**src/design/rv_core_macros.svh**
```systemverilog
// core widths, reset vector, register count, instruction fields and major opcodes
`ifndef RV_CORE_MACROS_SVH
`define RV_CORE_MACROS_SVH

`define RV_XLEN        64
`define RV_ILEN        32
`define RV_RIDX_W      5
`define RV_NREGS       32
`define RV_RESET_PC    64'h0

// instruction field positions
`define RV_OPC         6:0
`define RV_RD          11:7
`define RV_F3          14:12
`define RV_RS1         19:15
`define RV_RS2         24:20
`define RV_F7          31:25

// major opcodes of the supported subset
`define RV_OPC_OP      7'b0110011
`define RV_OPC_IMM     7'b0010011
`define RV_OPC_LUI     7'b0110111
`define RV_OPC_LOAD    7'b0000011
`define RV_OPC_STORE   7'b0100011
`define RV_OPC_BRANCH  7'b1100011
`define RV_OPC_JAL     7'b1101111

`endif
```
**src/design/rv_core_pkg.sv**
```systemverilog
// operation and state enums, bus request and stage payload structs
`include "rv_core_macros.svh"

package rv_core_pkg;

  typedef enum logic [3:0] {
    op_alu,
    op_alui,
    op_lui,
    op_load,
    op_store,
    op_beq,
    op_bne,
    op_jal,
    op_nop
  } op_kind_e;

  typedef enum logic [2:0] {
    alu_add,
    alu_sub,
    alu_and,
    alu_or,
    alu_xor
  } alu_op_e;

  typedef enum logic [1:0] {
    own_idle,
    own_fetch,
    own_data
  } owner_e;

  typedef enum logic [1:0] {
    mw_idle,
    mw_access,
    mw_write
  } mw_state_e;

  // op set means write
  typedef struct packed {
    logic                valid;
    logic                op;
    logic [`RV_XLEN-1:0] addr;
    logic [`RV_XLEN-1:0] wdata;
  } bus_req_t;

  typedef struct packed {
    logic [`RV_XLEN-1:0]   pc;
    op_kind_e              kind;
    alu_op_e               alu_op;
    logic [`RV_RIDX_W-1:0] rd;
    logic                  rd_wen;
    logic [`RV_XLEN-1:0]   op_a;
    logic [`RV_XLEN-1:0]   op_b;
    logic [`RV_XLEN-1:0]   store_data;
    logic [`RV_XLEN-1:0]   imm;
  } decoded_t;

  // result holds the alu value, link value or data address
  typedef struct packed {
    op_kind_e              kind;
    logic [`RV_RIDX_W-1:0] rd;
    logic                  rd_wen;
    logic [`RV_XLEN-1:0]   result;
    logic [`RV_XLEN-1:0]   store_data;
  } executed_t;

endpackage

```
**src/design/decode_stage.sv**
```systemverilog
// decode stage with instruction register, field decode, immediates and operand read
`timescale 1ns/1ps
`include "rv_core_macros.svh"

module decode_stage (
  input  logic                    clk,
  input  logic                    i_rst_n,
  input  logic                    i_fetched,
  input  logic [`RV_XLEN-1:0]     i_pc,
  input  logic [`RV_ILEN-1:0]     i_inst,
  output logic [`RV_RIDX_W-1:0]   o_rs1,
  output logic [`RV_RIDX_W-1:0]   o_rs2,
  input  logic [`RV_XLEN-1:0]     i_rs1_data,
  input  logic [`RV_XLEN-1:0]     i_rs2_data,
  output logic                    o_decoded,
  output rv_core_pkg::decoded_t   o_dec
);

  logic [`RV_XLEN-1:0]   pc_q;
  logic [`RV_ILEN-1:0]   inst_q;
  logic [`RV_XLEN-1:0]   rs1_q;
  logic [`RV_XLEN-1:0]   rs2_q;
  logic [`RV_XLEN-1:0]   imm_i;
  logic [`RV_XLEN-1:0]   imm_s;
  logic [`RV_XLEN-1:0]   imm_b;
  logic [`RV_XLEN-1:0]   imm_u;
  logic [`RV_XLEN-1:0]   imm_j;
  logic [`RV_XLEN-1:0]   imm;
  rv_core_pkg::op_kind_e kind;
  rv_core_pkg::alu_op_e  alu_op;

  // operands read while the fetched pulse is up
  assign o_rs1 = i_inst[`RV_RS1];
  assign o_rs2 = i_inst[`RV_RS2];

  always_ff @(posedge clk) begin
    if (i_fetched) begin
      pc_q   <= i_pc;
      inst_q <= i_inst;
      rs1_q  <= i_rs1_data;
      rs2_q  <= i_rs2_data;
    end
  end

  always_ff @(posedge clk or negedge i_rst_n) begin
    if (!i_rst_n) begin
      o_decoded <= 1'b0;
    end else begin
      o_decoded <= i_fetched;
    end
  end

  assign imm_i = {{52{inst_q[31]}}, inst_q[31:20]};
  assign imm_s = {{52{inst_q[31]}}, inst_q[31:25], inst_q[11:7]};
  assign imm_b = {{51{inst_q[31]}}, inst_q[31], inst_q[7], inst_q[30:25], inst_q[11:8], 1'b0};
  assign imm_u = {{32{inst_q[31]}}, inst_q[31:12], 12'h000};
  assign imm_j = {{43{inst_q[31]}}, inst_q[31], inst_q[19:12], inst_q[20], inst_q[30:21], 1'b0};

  // unsupported encodings fall out as op_nop
  always_comb begin
    kind   = rv_core_pkg::op_nop;
    alu_op = rv_core_pkg::alu_add;
    imm    = imm_i;
    case (inst_q[`RV_OPC])
      `RV_OPC_OP: begin
        case ({inst_q[`RV_F7], inst_q[`RV_F3]})
          10'b0000000_000: kind = rv_core_pkg::op_alu;
          10'b0100000_000: begin
            kind   = rv_core_pkg::op_alu;
            alu_op = rv_core_pkg::alu_sub;
          end
          10'b0000000_111: begin
            kind   = rv_core_pkg::op_alu;
            alu_op = rv_core_pkg::alu_and;
          end
          10'b0000000_110: begin
            kind   = rv_core_pkg::op_alu;
            alu_op = rv_core_pkg::alu_or;
          end
          10'b0000000_100: begin
            kind   = rv_core_pkg::op_alu;
            alu_op = rv_core_pkg::alu_xor;
          end
          default: kind = rv_core_pkg::op_nop;
        endcase
      end
      `RV_OPC_IMM: begin
        if (inst_q[`RV_F3] == 3'b000) kind = rv_core_pkg::op_alui;
      end
      `RV_OPC_LUI: begin
        kind = rv_core_pkg::op_lui;
        imm  = imm_u;
      end
      `RV_OPC_LOAD: begin
        if (inst_q[`RV_F3] == 3'b011) kind = rv_core_pkg::op_load;
      end
      `RV_OPC_STORE: begin
        imm = imm_s;
        if (inst_q[`RV_F3] == 3'b011) kind = rv_core_pkg::op_store;
      end
      `RV_OPC_BRANCH: begin
        imm = imm_b;
        if (inst_q[`RV_F3] == 3'b000) begin
          kind = rv_core_pkg::op_beq;
        end else if (inst_q[`RV_F3] == 3'b001) begin
          kind = rv_core_pkg::op_bne;
        end
      end
      `RV_OPC_JAL: begin
        kind = rv_core_pkg::op_jal;
        imm  = imm_j;
      end
      default: kind = rv_core_pkg::op_nop;
    endcase
  end

  always_comb begin
    o_dec.pc         = pc_q;
    o_dec.kind       = kind;
    o_dec.alu_op     = alu_op;
    o_dec.rd         = inst_q[`RV_RD];
    o_dec.rd_wen     = kind inside {rv_core_pkg::op_alu, rv_core_pkg::op_alui,
                                    rv_core_pkg::op_lui, rv_core_pkg::op_load,
                                    rv_core_pkg::op_jal};
    o_dec.op_a       = rs1_q;
    // register-register ops and branches compare or combine rs2
    o_dec.op_b       = (kind inside {rv_core_pkg::op_alu, rv_core_pkg::op_beq,
                                     rv_core_pkg::op_bne}) ? rs2_q : imm;
    o_dec.store_data = rs2_q;
    o_dec.imm        = imm;
  end

endmodule

```
**config.mk**
```make
export PLATFORM = sky130hd
export DESIGN_NAME = decode_stage
export DESIGN_NICKNAME = d
export VERILOG_FILES = /design/src/design/rv_core_pkg.sv /design/src/design/decode_stage.sv
export VERILOG_INCLUDE_DIRS = /design/src /design/src/design
export SDC_FILE = /design/constraint.sdc
export NUM_CORES = 1
export LEC_CHECK = 0
export BUFFER_PORTS_ARGS = -buffer_cell sky130_fd_sc_hd__buf_2
export CAP_MARGIN = 30
export CORE_AREA = 4 4 219 221
export CTS_CLUSTER_DIAMETER = 80
export DETAILED_ROUTE_END_ITERATION = 6
export DIE_AREA = 0 0 223 225
export GPL_TIMING_DRIVEN = 0
export PLACE_DENSITY = 0.51
export SLEW_MARGIN = 10
export SYNTH_ARGS = -nofsm -noshare
export SYNTH_HDL_FRONTEND = slang
export SYNTH_SLANG_ARGS = --single-unit
```
**constraint.sdc**
```tcl
create_clock -name clk -period 2.95 [get_ports clk]
set_input_delay 0.59 -clock clk [delete_from_list [all_inputs] [get_ports clk]]
set_output_delay 0.59 -clock clk [all_outputs]
set_load 0.03 [all_outputs]
```
==> out/qor.yml, run 1 <==
synth_top_flop_cell: "edfxtp_1"
synthCells: 467
htree_levels: 1
grt_pass1_vias: 6839
p_sw_uw: 2720
io_buffer_count: 570
power.static_leakage_uw: 0.00627
rows: 79
max_freq_ghz: 0.274
overflow: 0
synth_cell_types: 41
place_hpwl_um: 26500
die_width_um: 223
numCtsBuffers: 26
critPathKind: "reg2out"
via_per_inst: 3.84
vias: 6631
min_path_cells: 1
hold_viol_final: 0
violations: "setup timing"
power_frac_comb_pct: 21.7
crit_fanout: 10
power_density_nw_per_um2: 647
drive_gt1_share_pct: 71.7
remaining_drc_errors: 0
power.internal_uw: 6430
cpMaxStageDelayCell: "edfxtp_1"
synthArstFlopShare_pct: 0.444
tightest_slew_ns: 0.620
antenna_found_initial: 13
hold_end: "pc_q[34]$_DFFE_PP_"
hold_class: "in2reg"
worst_ep_required_time_ns: 2.36
dieArea_um2: 50200
cp_num_buf_inv: 4
crit_path_end_kind: "primary output"
syn_avg_cell_area_um2: 18.9
hold_start: "i_pc[34]"
seqPwrFrac_pct: 42.8
pwr-share-clk_pct: 35.5
ios: 571
syn_nets: 694
outcome: "finished, violations left"
drv_slew: 0
root_buffer: "clkbuf_16"
wire_per_inst_um: 19.3
rsz0062_at_grt: "yes"
finalInstanceArea_um2: 14100
relSlewSlack_pct: 58.7
path_clk_slew_ns: 0.06
switching_share_pct: 29.7
path_cells: "buf_2, nand2_2, o22ai_1, a41o_1, nand2b_1, a221oi_4, buf_12, buf_6, mux2_4, buf_2"
place.gp.congestion: 0.857
finalSetupViolations: 81
grt_max_degree: 113
initial_utilization_pct: 19.1
fin_ws_ns: -0.697
cts.sinks: 225
core_area_um2: 46200
place_area_um2: 12600
cts_tree: "done"
arrival_ns: 3.06
final.setup.tns_ns: -42.96
period_minus_slack_ns: 3.65
synth_edf_count: 224
grt_pass1_wl_um: 45800
ys_seq_elements: 225
yosysWarnings: 0
die_y_um: 225
nNetsFinal: 1323
period_share_pct: 124
dr.pass1.iters: 4
seq_area_frac_synth_pct: 76.4
path_delay_family: "buffers and inverters"
track_usage_pct: 12.1
irDropWorstVdd_mv: 0.499
start_kind: "flop"
clk_path_buf_depth: 3
ant_nets: 0
synthesis.area_um2: 8840
hold_slack_ns: 0.218
wirelength_um: 33200
critPathMaxStageDelay_ns: 0.40
cap_violations: 0
first_iter_violations: 282
syn_to_final_growth_pct: 60.0
cpMostUsedCell: "buf_2"
[worst max-delay path by stage]
stage / start / to / slack [ns] / depth (start not counted)
floorplan: inst_q[31]$_DFFE_PP_ / o_dec[131] / -0.33 / 8
global placement: i_fetched / inst_q[31]$_DFFE_PP_ / -1.89 / 1
detailed placement: inst_q[31]$_DFFE_PP_ / o_dec[131] / -1.07 / 9
CTS: inst_q[27]$_DFFE_PP_ / o_dec[177] / -0.74 / 9
global route: inst_q[27]$_DFFE_PP_ / o_dec[182] / -0.83 / 9
finish: inst_q[6]$_DFFE_PP_ / o_dec[177] / -0.70 / 10
[synthesized netlist by cell type, drive strengths merged (2+ instances only)]
cell type / n / area share [%]
a211oi: 2 / 0.17
edfxtp: 224 / 76
nand2: 19 / 0.81
a21o: 19 / 1.6
nor2: 6 / 0.25
inv: 3 / 0.13
nand3: 2 / 0.11
buf: 57 / 5.0
nand3b: 4 / 0.34
nor4: 2 / 0.31
nand2b: 4 / 0.28
mux2: 64 / 10
nor3: 7 / 0.40
o22ai: 2 / 0.14
o21ai: 11 / 0.62
a21oi: 3 / 0.17
a22o: 2 / 0.20
clkbuf: 12 / 0.52
nor2b: 9 / 0.64
[kinds of logic after synthesis]
kind of cell / count (synthesis) / synth area share, %
muxes: 64 / 10.3
buffers and inverters: 72 / 5.69
and+or+nand+nor: 61 / 3.88
AOI/OAI and AO/OA: 45 / 3.75
DFF: 225 / 76.4
[cell type report]
type | instances | area [um2]
clock inverters | 16 | 161
well taps | 607 | 759
flip-flops and latches | 225 | 6750
multi-input cells | 170 | 1820
clock buffers | 32 | 694
inverters | 3 | 11.3
repair buffers | 604 | 3390
fillers | 4694 | 32000
diodes | 2 | 5.00
plain buffers | 66 | 543
[power by group through the flow]
stage | registers (uW) | clock network (uW) | logic (uW)
floorplan | 4410 | 0 | 726
global placement | 4010 | 0 | 1870
detailed placement | 3990 | 0 | 1880
CTS | 3920 | 3360 | 1950
global route | 3940 | 3500 | 2080
finish | 3920 | 3240 | 1980
[sequential cells by signal (all words and copies together), names as in the netlist]
name       cells
pc_q          64
o_decoded      1
rs2_q         64
inst_q        32
rs1_q         64
[repair_timing]
action	CTS	global route
endpoints found under the hold margin	1	0
endpoints found under the setup margin	101	101
hold buffers	1	0
cloned	0	2
setup buffers	16	13
resized for setup	56	90
pin swaps	10	8
[per-stage QoR]
step | setup WS [ns] | utilization (%) | power, uW | std cells
CTS | -0.736 | 29.8 | 9240 | 1709
detailed placement | -1.07 | 27.3 | 5880 | 1647
global placement | -1.89 | 27.1 | 5870 | 1644
floorplan | -0.329 | - | 5130 | 467
global route | -0.832 | 30.6 | 9520 | 1723
finish | -0.697 | 30.6 | 9140 | 1725
[cells in the final DEF, fill, tap and decap left out, drive strengths merged, types with 2 or more instances in the layout]
cell type / count
o21ai: 11
a21o: 19
a21oi: 3
bufinv: 3
a211oi: 2
edfxtp: 224
mux2: 64
a22o: 2
nand3b: 4
nor3: 7
o22ai: 2
nor4: 2
clkbuf: 40
nor2b: 9
nand2: 19
nand3: 2
diode: 2
inv: 4
buf: 661
nor2: 6
clkinvlp: 2
clkinv: 10
nand2b: 4
[layer usage]
layer | vias to the layer above | share of wire, % | track usage (%)
met5 | - | 0.33 | 0
met4 | 18 | 3.3 | 3.66
met3 | 74 | 12 | 5.18
met2 | 415 | 50 | 21.5
met1 | 3122 | 34 | 13.1
li1 | 3002 | - | -
Power figures use the tool's default switching activity.
==> run 2, diff against run 1 <==
--- a/config.mk
+++ b/config.mk
@@ -6,14 +6,14 @@
 export SDC_FILE = /design/constraint.sdc
 export NUM_CORES = 1
 export LEC_CHECK = 0
-export BUFFER_PORTS_ARGS = -buffer_cell sky130_fd_sc_hd__buf_2
 export CAP_MARGIN = 30
 export CORE_AREA = 4 4 219 221
 export CTS_CLUSTER_DIAMETER = 80
 export DETAILED_ROUTE_END_ITERATION = 6
 export DIE_AREA = 0 0 223 225
+export DONT_BUFFER_PORTS = 1
 export GPL_TIMING_DRIVEN = 0
-export PLACE_DENSITY = 0.51
+export PLACE_DENSITY = 0.4
 export SLEW_MARGIN = 10
 export SYNTH_ARGS = -nofsm -noshare
 export SYNTH_HDL_FRONTEND = slang
==> out/qor.yml, run 2 (synthesis gave the netlist of run 1 again) <==
via_per_inst: 3.89  # was 3.84
hold_viol_final: 0  # unchanged
p_sw_uw: 2540  # was 2720 uW
cts_tree: "done"  # unchanged
cts.sinks: 225  # unchanged
drive_gt1_share_pct: 44.5  # was 71.7%
clk_path_buf_depth: 3  # unchanged
violations: "setup timing"  # unchanged
relSlewSlack_pct: 49.3  # was 58.7%
core_area_um2: 46200  # unchanged
cap_violations: 0  # unchanged
seqPwrFrac_pct: 50.7  # was 42.8%
syn_to_final_growth_pct: 26.3  # was 60.0%
layoutNonFillerInstCount: 1149  # was 1725
root_buffer: "clkbuf_16"  # unchanged
place_hpwl_um: 21400  # was 26500 um
wirelength_um: 27600  # was 33200 um
dieArea_um2: 50200  # unchanged
antenna_found_initial: 9  # was 13
nNetsFinal: 748  # was 1323
outcome: "finished, violations left"  # unchanged
place.gp.congestion: 0.767  # was 0.857
grt_max_degree: 226  # was 113
ant_nets: 0  # unchanged
cpMaxStageDelayCell: "edfxtp_1"  # unchanged
path_cells: "nor4_4, buf_4, nand2_4, o31ai_4, nand4b_4, a221oi_4, buf_12, buf_12, mux2_4"  # was buf_2, nand2_2, o22ai_1, a41o_1, nand2b_1, a221oi_4, buf_12, buf_6, mux2_4, buf_2
power_frac_comb_pct: 10.3  # was 21.7%
ios: 571  # unchanged
first_iter_violations: 198  # was 282
power_density_nw_per_um2: 785  # was 647 nW/um2
vias: 4470  # was 6631
drv_slew: 0  # unchanged
layout_commonest_cell: "edfxtp_1"  # was buf_2
path_clk_slew_ns: 0.06  # about the same
arrival_ns: 3.15  # was 3.06 ns
mostFrequentLayoutCells: "edfxtp_1 (224), buf_4 (68), mux2_4 (64)"  # was buf_2 (538), edfxtp_1 (224), buf_4 (80)
io_buffer_count: 0  # was 570
grt_pass1_vias: 4609  # was 6839
p_total_uw: 8750  # was 9140 uW
finalSetupViolations: 69  # was 81
wire_per_inst_um: 24.0  # was 19.3 um
start_kind: "flop"  # unchanged
overflow: 0  # unchanged
worst_ep_required_time_ns: 2.36  # about the same
numCtsBuffers: 26  # unchanged
track_usage_pct: 9.84  # was 12.1%
fin_ws_ns: -0.788  # was -0.697 ns
crit_path_end_kind: "primary output"  # unchanged
critPathMaxStageDelay_ns: 0.47  # was 0.40 ns
crit_fanout: 10  # unchanged
power.internal_uw: 6220  # was 6430 uW
period_minus_slack_ns: 3.74  # was 3.65 ns
htree_levels: 1  # unchanged
period_share_pct: 127  # was 124%
remaining_drc_errors: 0  # unchanged
irDropWorstVdd_mv: 0.479  # was 0.499 mV
pwr-share-clk_pct: 39.0  # was 35.5%
initial_utilization_pct: 19.1  # unchanged
num-fill-cells: 4700  # was 4694
dr.pass1.iters: 4  # unchanged
top_regs: "pc_q: 64 flops, rs1_q: 64 flops, rs2_q: 64 flops"  # unchanged
rows: 79  # unchanged
die_width_um: 223  # unchanged
power.static_leakage_uw: 0.00393  # was 0.00627 uW
tightest_slew_ns: 0.755  # was 0.620 ns
grt_pass1_wl_um: 36200  # was 45800 um
dp_cells: 1082  # was 1647
hold_class: "in2reg"  # unchanged
cpMostUsedCell: "buf_12"  # was buf_2
max_freq_ghz: 0.268  # was 0.274 GHz
die_y_um: 225  # unchanged
rsz0062_at_grt: "yes"  # unchanged
switching_share_pct: 29.0  # was 29.7%
critPathKind: "reg2out"  # unchanged
-- run 2: stage by stage --
step	TNS (ns)	util (%)	cell area, um2	worst slack [ns]	hold WS (ns)
2_1_floorplan	-20.56	-	8910	-0.329	0.294
3_3_place_gp	-68.74	21.0	9670	-1.09	0.294
3_5_place_dp	-69.41	21.0	9710	-1.10	0.294
4_1_cts	-55.00	23.8	11000	-0.853	0.0629
5_1_grt	-60.34	24.2	11200	-0.934	0.0425
6_report	-49.78	24.2	11200	-0.788	0.129
-- run 2: layout make-up --
class	instances	area, um2	area share, %
antenna	1	2.50	0.0224
buffer	65	558	5.00
clock buffer	28	658	5.90
clock inverter	20	272	2.43
inverter	3	11.3	0.101
multi-input combinational	170	1910	17.1
sequential	225	6750	60.5
tap	607	759	6.81
timing repair buffer	30	239	2.14
-- run 2: timing repair --
item                                   in CTS  in global routing
buffers inserted                           12                 10
pin swaps                                   2                  9
setup endpoints to repair                 101                 98
hold buffers                                1                  0
resized for setup                          76                 22
cloned                                      0                  0
endpoints found under the hold margin       1                  0
-- run 2: power by group through the flow --
stage	logic, uW	registers [uW]	clock network, uW
floorplan	726	4410	0
CTS	886	4440	3560
global placement	821	4520	0
global route	931	4460	3720
finish	900	4440	3420
detailed placement	820	4510	0
-- run 2: final timing paths --
path | startpoint | end | slack [ns] | depth (start not counted)
max in group asynchronous | i_rst_n | o_decoded$_DFF_PN0_ | 2.59 | 1
max | inst_q[26]$_DFFE_PP_ | o_dec[157] | -0.79 | 9
min | i_fetched | o_decoded$_DFF_PN0_ | 0.13 | 0
min in group asynchronous | i_rst_n | o_decoded$_DFF_PN0_ | 0.26 | 1
-- run 2: critical path: cells and delay by family (launching register included) --
family          cells  cell delay (ns)
flops               1             0.47
mux                 1             0.37
simple gates        3             0.59
compound gates      2             0.58
buf+inv             3             0.56
-- run 2: per-layer routing --
metal | vias up | global-route usage, % | routed length (um)
met1 | 2153 | 9.03 | 8340
li1 | 1844 | - | -
met4 | 10 | 3.28 | 764
met3 | 58 | 5.21 | 3510
met5 | - | 0 | 101
met2 | 405 | 18.6 | 14900
==> run 3, diff against run 2 <==
--- a/config.mk
+++ b/config.mk
@@ -6,11 +6,12 @@
 export SDC_FILE = /design/constraint.sdc
 export NUM_CORES = 1
 export LEC_CHECK = 0
-export CAP_MARGIN = 30
-export CORE_AREA = 4 4 219 221
+export ABC_AREA = 1
+export CAP_MARGIN = 10
+export CORE_AREA = 4 4 222 224
 export CTS_CLUSTER_DIAMETER = 80
 export DETAILED_ROUTE_END_ITERATION = 6
-export DIE_AREA = 0 0 223 225
+export DIE_AREA = 0 0 226 228
 export DONT_BUFFER_PORTS = 1
 export GPL_TIMING_DRIVEN = 0
 export PLACE_DENSITY = 0.4
==> out/qor.yml, run 3 <==
outcome: "finished, violations left"  # unchanged
violations: "setup timing"  # unchanged
synthSimpleGateAreaFrac_pct: 12.3  # was 3.88%
yosysWarnings: 0  # unchanged
switching_share_pct: 32.2  # was 29.0%
final_util_pct: 27.7  # was 24.2%
dr.pass1.iters: 4  # unchanged
synthCells: 667  # was 467
cts_tree: "done"  # unchanged
drv_slew: 0  # unchanged
synth_top_family_by_area: "simple AND/OR/NAND/NOR gates"  # was multiplexers
drive_gt1_share_pct: 52.8  # was 44.5%
hold_start: "i_pc[53]"  # was i_fetched
hold_class: "in2reg"  # unchanged
grt_pass1_vias: 5810  # was 4609
die_y_um: 228  # was 225 um
start_kind: "flop"  # unchanged
power_frac_comb_pct: 14.4  # was 10.3%
ys_seq_elements: 225  # unchanged
period_minus_slack_ns: 3.32  # was 3.74 ns
initial_utilization_pct: 19.2  # was 19.1%
place_hpwl_um: 26600  # was 21400 um
rsz0062_at_grt: "yes"  # unchanged
yosys-mux-area-fraction_pct: 0  # was 10.3%
cap_violations: 0  # unchanged
hold_viol_final: 0  # unchanged
synth_cell_types: 27  # was 41
antennaDiodeCount: 0  # was 1
layoutNonFillerInstCount: 1378  # was 1149
dp_cells: 1283  # was 1082
hold_end: "pc_q[53]$_DFFE_PP_"  # was o_decoded$_DFF_PN0_
synth.area.top_cells: "edfxtp_1 (74%), buf_4 (4.4%), nand2_1 (4.3%)"  # was edfxtp_1 (76%), mux2_4 (8.5%), buf_4 (4.2%)
finalSetupViolations: 65  # was 69
syn_nets: 894  # was 694
synth_top_area_share_pct: 74.1  # was 76.1%
yosys.cell_count.top_type: "edfxtp_1"  # unchanged
hold_slack_ns: 0.123  # was 0.129 ns
arrival_ns: 2.73  # was 3.15 ns
final.setup.tns_ns: -21.11  # was -49.78 ns
pre_cts_slack_ns: -0.723  # was -1.10 ns
mostFrequentLayoutCells: "edfxtp_1 (224), buf_4 (82), inv_1 (57)"  # was edfxtp_1 (224), buf_4 (68), mux2_4 (64)
ios: 571  # unchanged
vias: 5702  # was 4470
synth.largest_area_cell: "edfxtp_1"  # unchanged
via_per_inst: 4.14  # was 3.89
synth_compound_area_share_pct: 4.45  # was 3.75%
relSlewSlack_pct: 51.9  # was 49.3%
grt_max_degree: 226  # unchanged
cts.sinks: 225  # unchanged
path_clk_slew_ns: 0.06  # about the same
first_iter_violations: 224  # was 198
synth_top_flop_cell: "edfxtp_1"  # unchanged
crit_path_end_kind: "primary output"  # unchanged
clk_path_buf_depth: 3  # unchanged
track_usage_pct: 12.7  # was 9.84%
seq_area_um2: 6750  # unchanged
synth_commonest_cells: "edfxtp_1 (224), nand2_1 (105), inv_1 (66), nand3_1 (66), buf_4 (53)"  # was edfxtp_1 (224), mux2_4 (50), buf_4 (49), a21o_1 (19), nand2_1 (19)
core_area_um2: 47300  # was 46200 um2
htree_levels: 1  # unchanged
p_sw_uw: 2810  # was 2540 uW
overflow: 0  # unchanged
tightest_slew_ns: 0.724  # was 0.755 ns
antenna_found_initial: 18  # was 9
num-fill-cells: 4749  # was 4700
syn_to_final_growth_pct: 44.6  # was 26.3%
power.internal_uw: 5930  # was 6220 uW
synthArstFlopShare_pct: 0.444  # unchanged
irDropWorstVdd_mv: 0.441  # was 0.479 mV
root_buffer: "clkbuf_16"  # unchanged
multiInputGateArea_um2: 3130  # was 1910 um2
rows: 80  # was 79
synth_xor_area_share_pct: 0  # unchanged
crit_fanout: 10  # unchanged
wire_per_inst_um: 26.3  # was 24.0 um
numCtsBuffers: 26  # unchanged
pwr-share-clk_pct: 34.5  # was 39.0%
critPathKind: "reg2out"  # unchanged
dieArea_um2: 51500  # was 50200 um2
power.static_leakage_uw: 0.00465  # was 0.00393 uW
wirelength_um: 36200  # was 27600 um
syn_avg_cell_area_um2: 13.6  # was 18.9 um2
synthesis.area_um2: 9080  # was 8840 um2
top_regs: "pc_q: 64 flops, rs1_q: 64 flops, rs2_q: 64 flops"  # unchanged
nNetsFinal: 974  # was 748
fin_ws_ns: -0.374  # was -0.788 ns
io_buffer_count: 0  # unchanged
max_freq_ghz: 0.301  # was 0.268 GHz
die_width_um: 226  # was 223 um
synth_edf_count: 224  # unchanged
min_path_cells: 0  # unchanged
remaining_drc_errors: 0  # unchanged
grt_pass1_wl_um: 47500  # was 36200 um
seqPwrFrac_pct: 51.1  # was 50.7%
ant_nets: 0  # unchanged
worst_ep_required_time_ns: 2.36  # about the same
period_share_pct: 113  # was 127%
layout_commonest_cell: "edfxtp_1"  # unchanged
place.gp.congestion: 0.822  # was 0.767
seq_area_frac_synth_pct: 74.4  # was 76.4%
power_density_nw_per_um2: 665  # was 785 nW/um2
synth_adder_area_share_pct: 0  # unchanged
run 3: cell types whose count changed in the layout (fill, tap and decap cells not counted), moves of 17 or more:
cell and delta:
nand3_2 +35, inv_1 +54, mux2_4 -64, nand2_2 +17, nand2_4 +55, nand3_4 +35, a21o_4 -18, nor2_1 +22
run 3: worst max path at each step:
stage | from | end | slack (ns)
CTS | inst_q[2]$_DFFE_PP_ | o_dec[184] | -0.45
global placement | inst_q[6]$_DFFE_PP_ | o_dec[148] | -1.06
detailed placement | inst_q[31]$_DFFE_PP_ | o_dec[139] | -0.72
finish | inst_q[2]$_DFFE_PP_ | o_dec[180] | -0.37
global route | inst_q[13]$_DFFE_PP_ | o_dec[171] | -0.53
floorplan | inst_q[6]$_DFFE_PP_ | o_dec[148] | 0.1
run 3: what timing repair did:
action,in CTS,in global routing
setup buffers,24,19
resized for setup,267,185
pin swaps,41,64
hold buffers,1,0
setup endpoints to repair,94,76
cloned,2,6
endpoints found under the hold margin,1,0
run 3: critical path, stage by stage, from the launching register on:
cell	delay (ns)
edfxtp_1	0.44
inv_2	0.09
nand2_2	0.06
nor2_4	0.23
buf_6	0.15
nand2_2	0.04
nand2_2	0.06
nand2_2	0.07
nand2_4	0.14
nor2_4	0.06
nor2_4	0.10
buf_12	0.17
o21bai_4	0.07
buf_12	0.15
buf_16	0.17
nand2_4	0.14
run 3: through the flow:
step | instance area, um2 | total power (uW)
floorplan | 9080 | 5110
global placement | 9850 | 5370
detailed placement | 9850 | 5360
CTS | 11900 | 8680
global route | 13100 | 9130
finish | 13100 | 8740
run 3: cell families after synthesis:
| family | Yosys count |
|---|---|
| flops | 225 |
| compound gates | 62 |
| simple gates | 233 |
| buf+inv | 147 |
run 3: layout make-up:
| cell class | instances | share of cell area, % |
|---|---|---|
| multi-input combinational | 295 | 23.8 |
| buffer | 72 | 5.76 |
| clock buffer | 30 | 5.07 |
| clock inverter | 14 | 0.924 |
| tap | 615 | 5.86 |
| timing repair buffer | 52 | 4.68 |
| inverter | 74 | 2.39 |
| timing repair inverter | 1 | 0.0858 |
| sequential | 225 | 51.4 |
run 3: power groups by stage:
stage / logic [uW] / registers [uW] / clock network [uW]
floorplan: 699 / 4410 / 0
global placement: 838 / 4530 / 0
detailed placement: 838 / 4520 / 0
CTS: 1060 / 4460 / 3160
global route: 1320 / 4490 / 3320
finish: 1260 / 4460 / 3020
run 3: metal layers:
| layer | share of wire, % | GRT usage [%] | vias up | routed length [um] |
|---|---|---|---|---|
| li1 | - | - | 2449 | - |
| met1 | 34 | 13.6 | 2804 | 12300 |
| met2 | 53 | 22.5 | 358 | 19100 |
| met3 | 11 | 6.74 | 61 | 3980 |
| met4 | 2.0 | 2.41 | 30 | 722 |
| met5 | 0.60 | 0 | - | 216 |
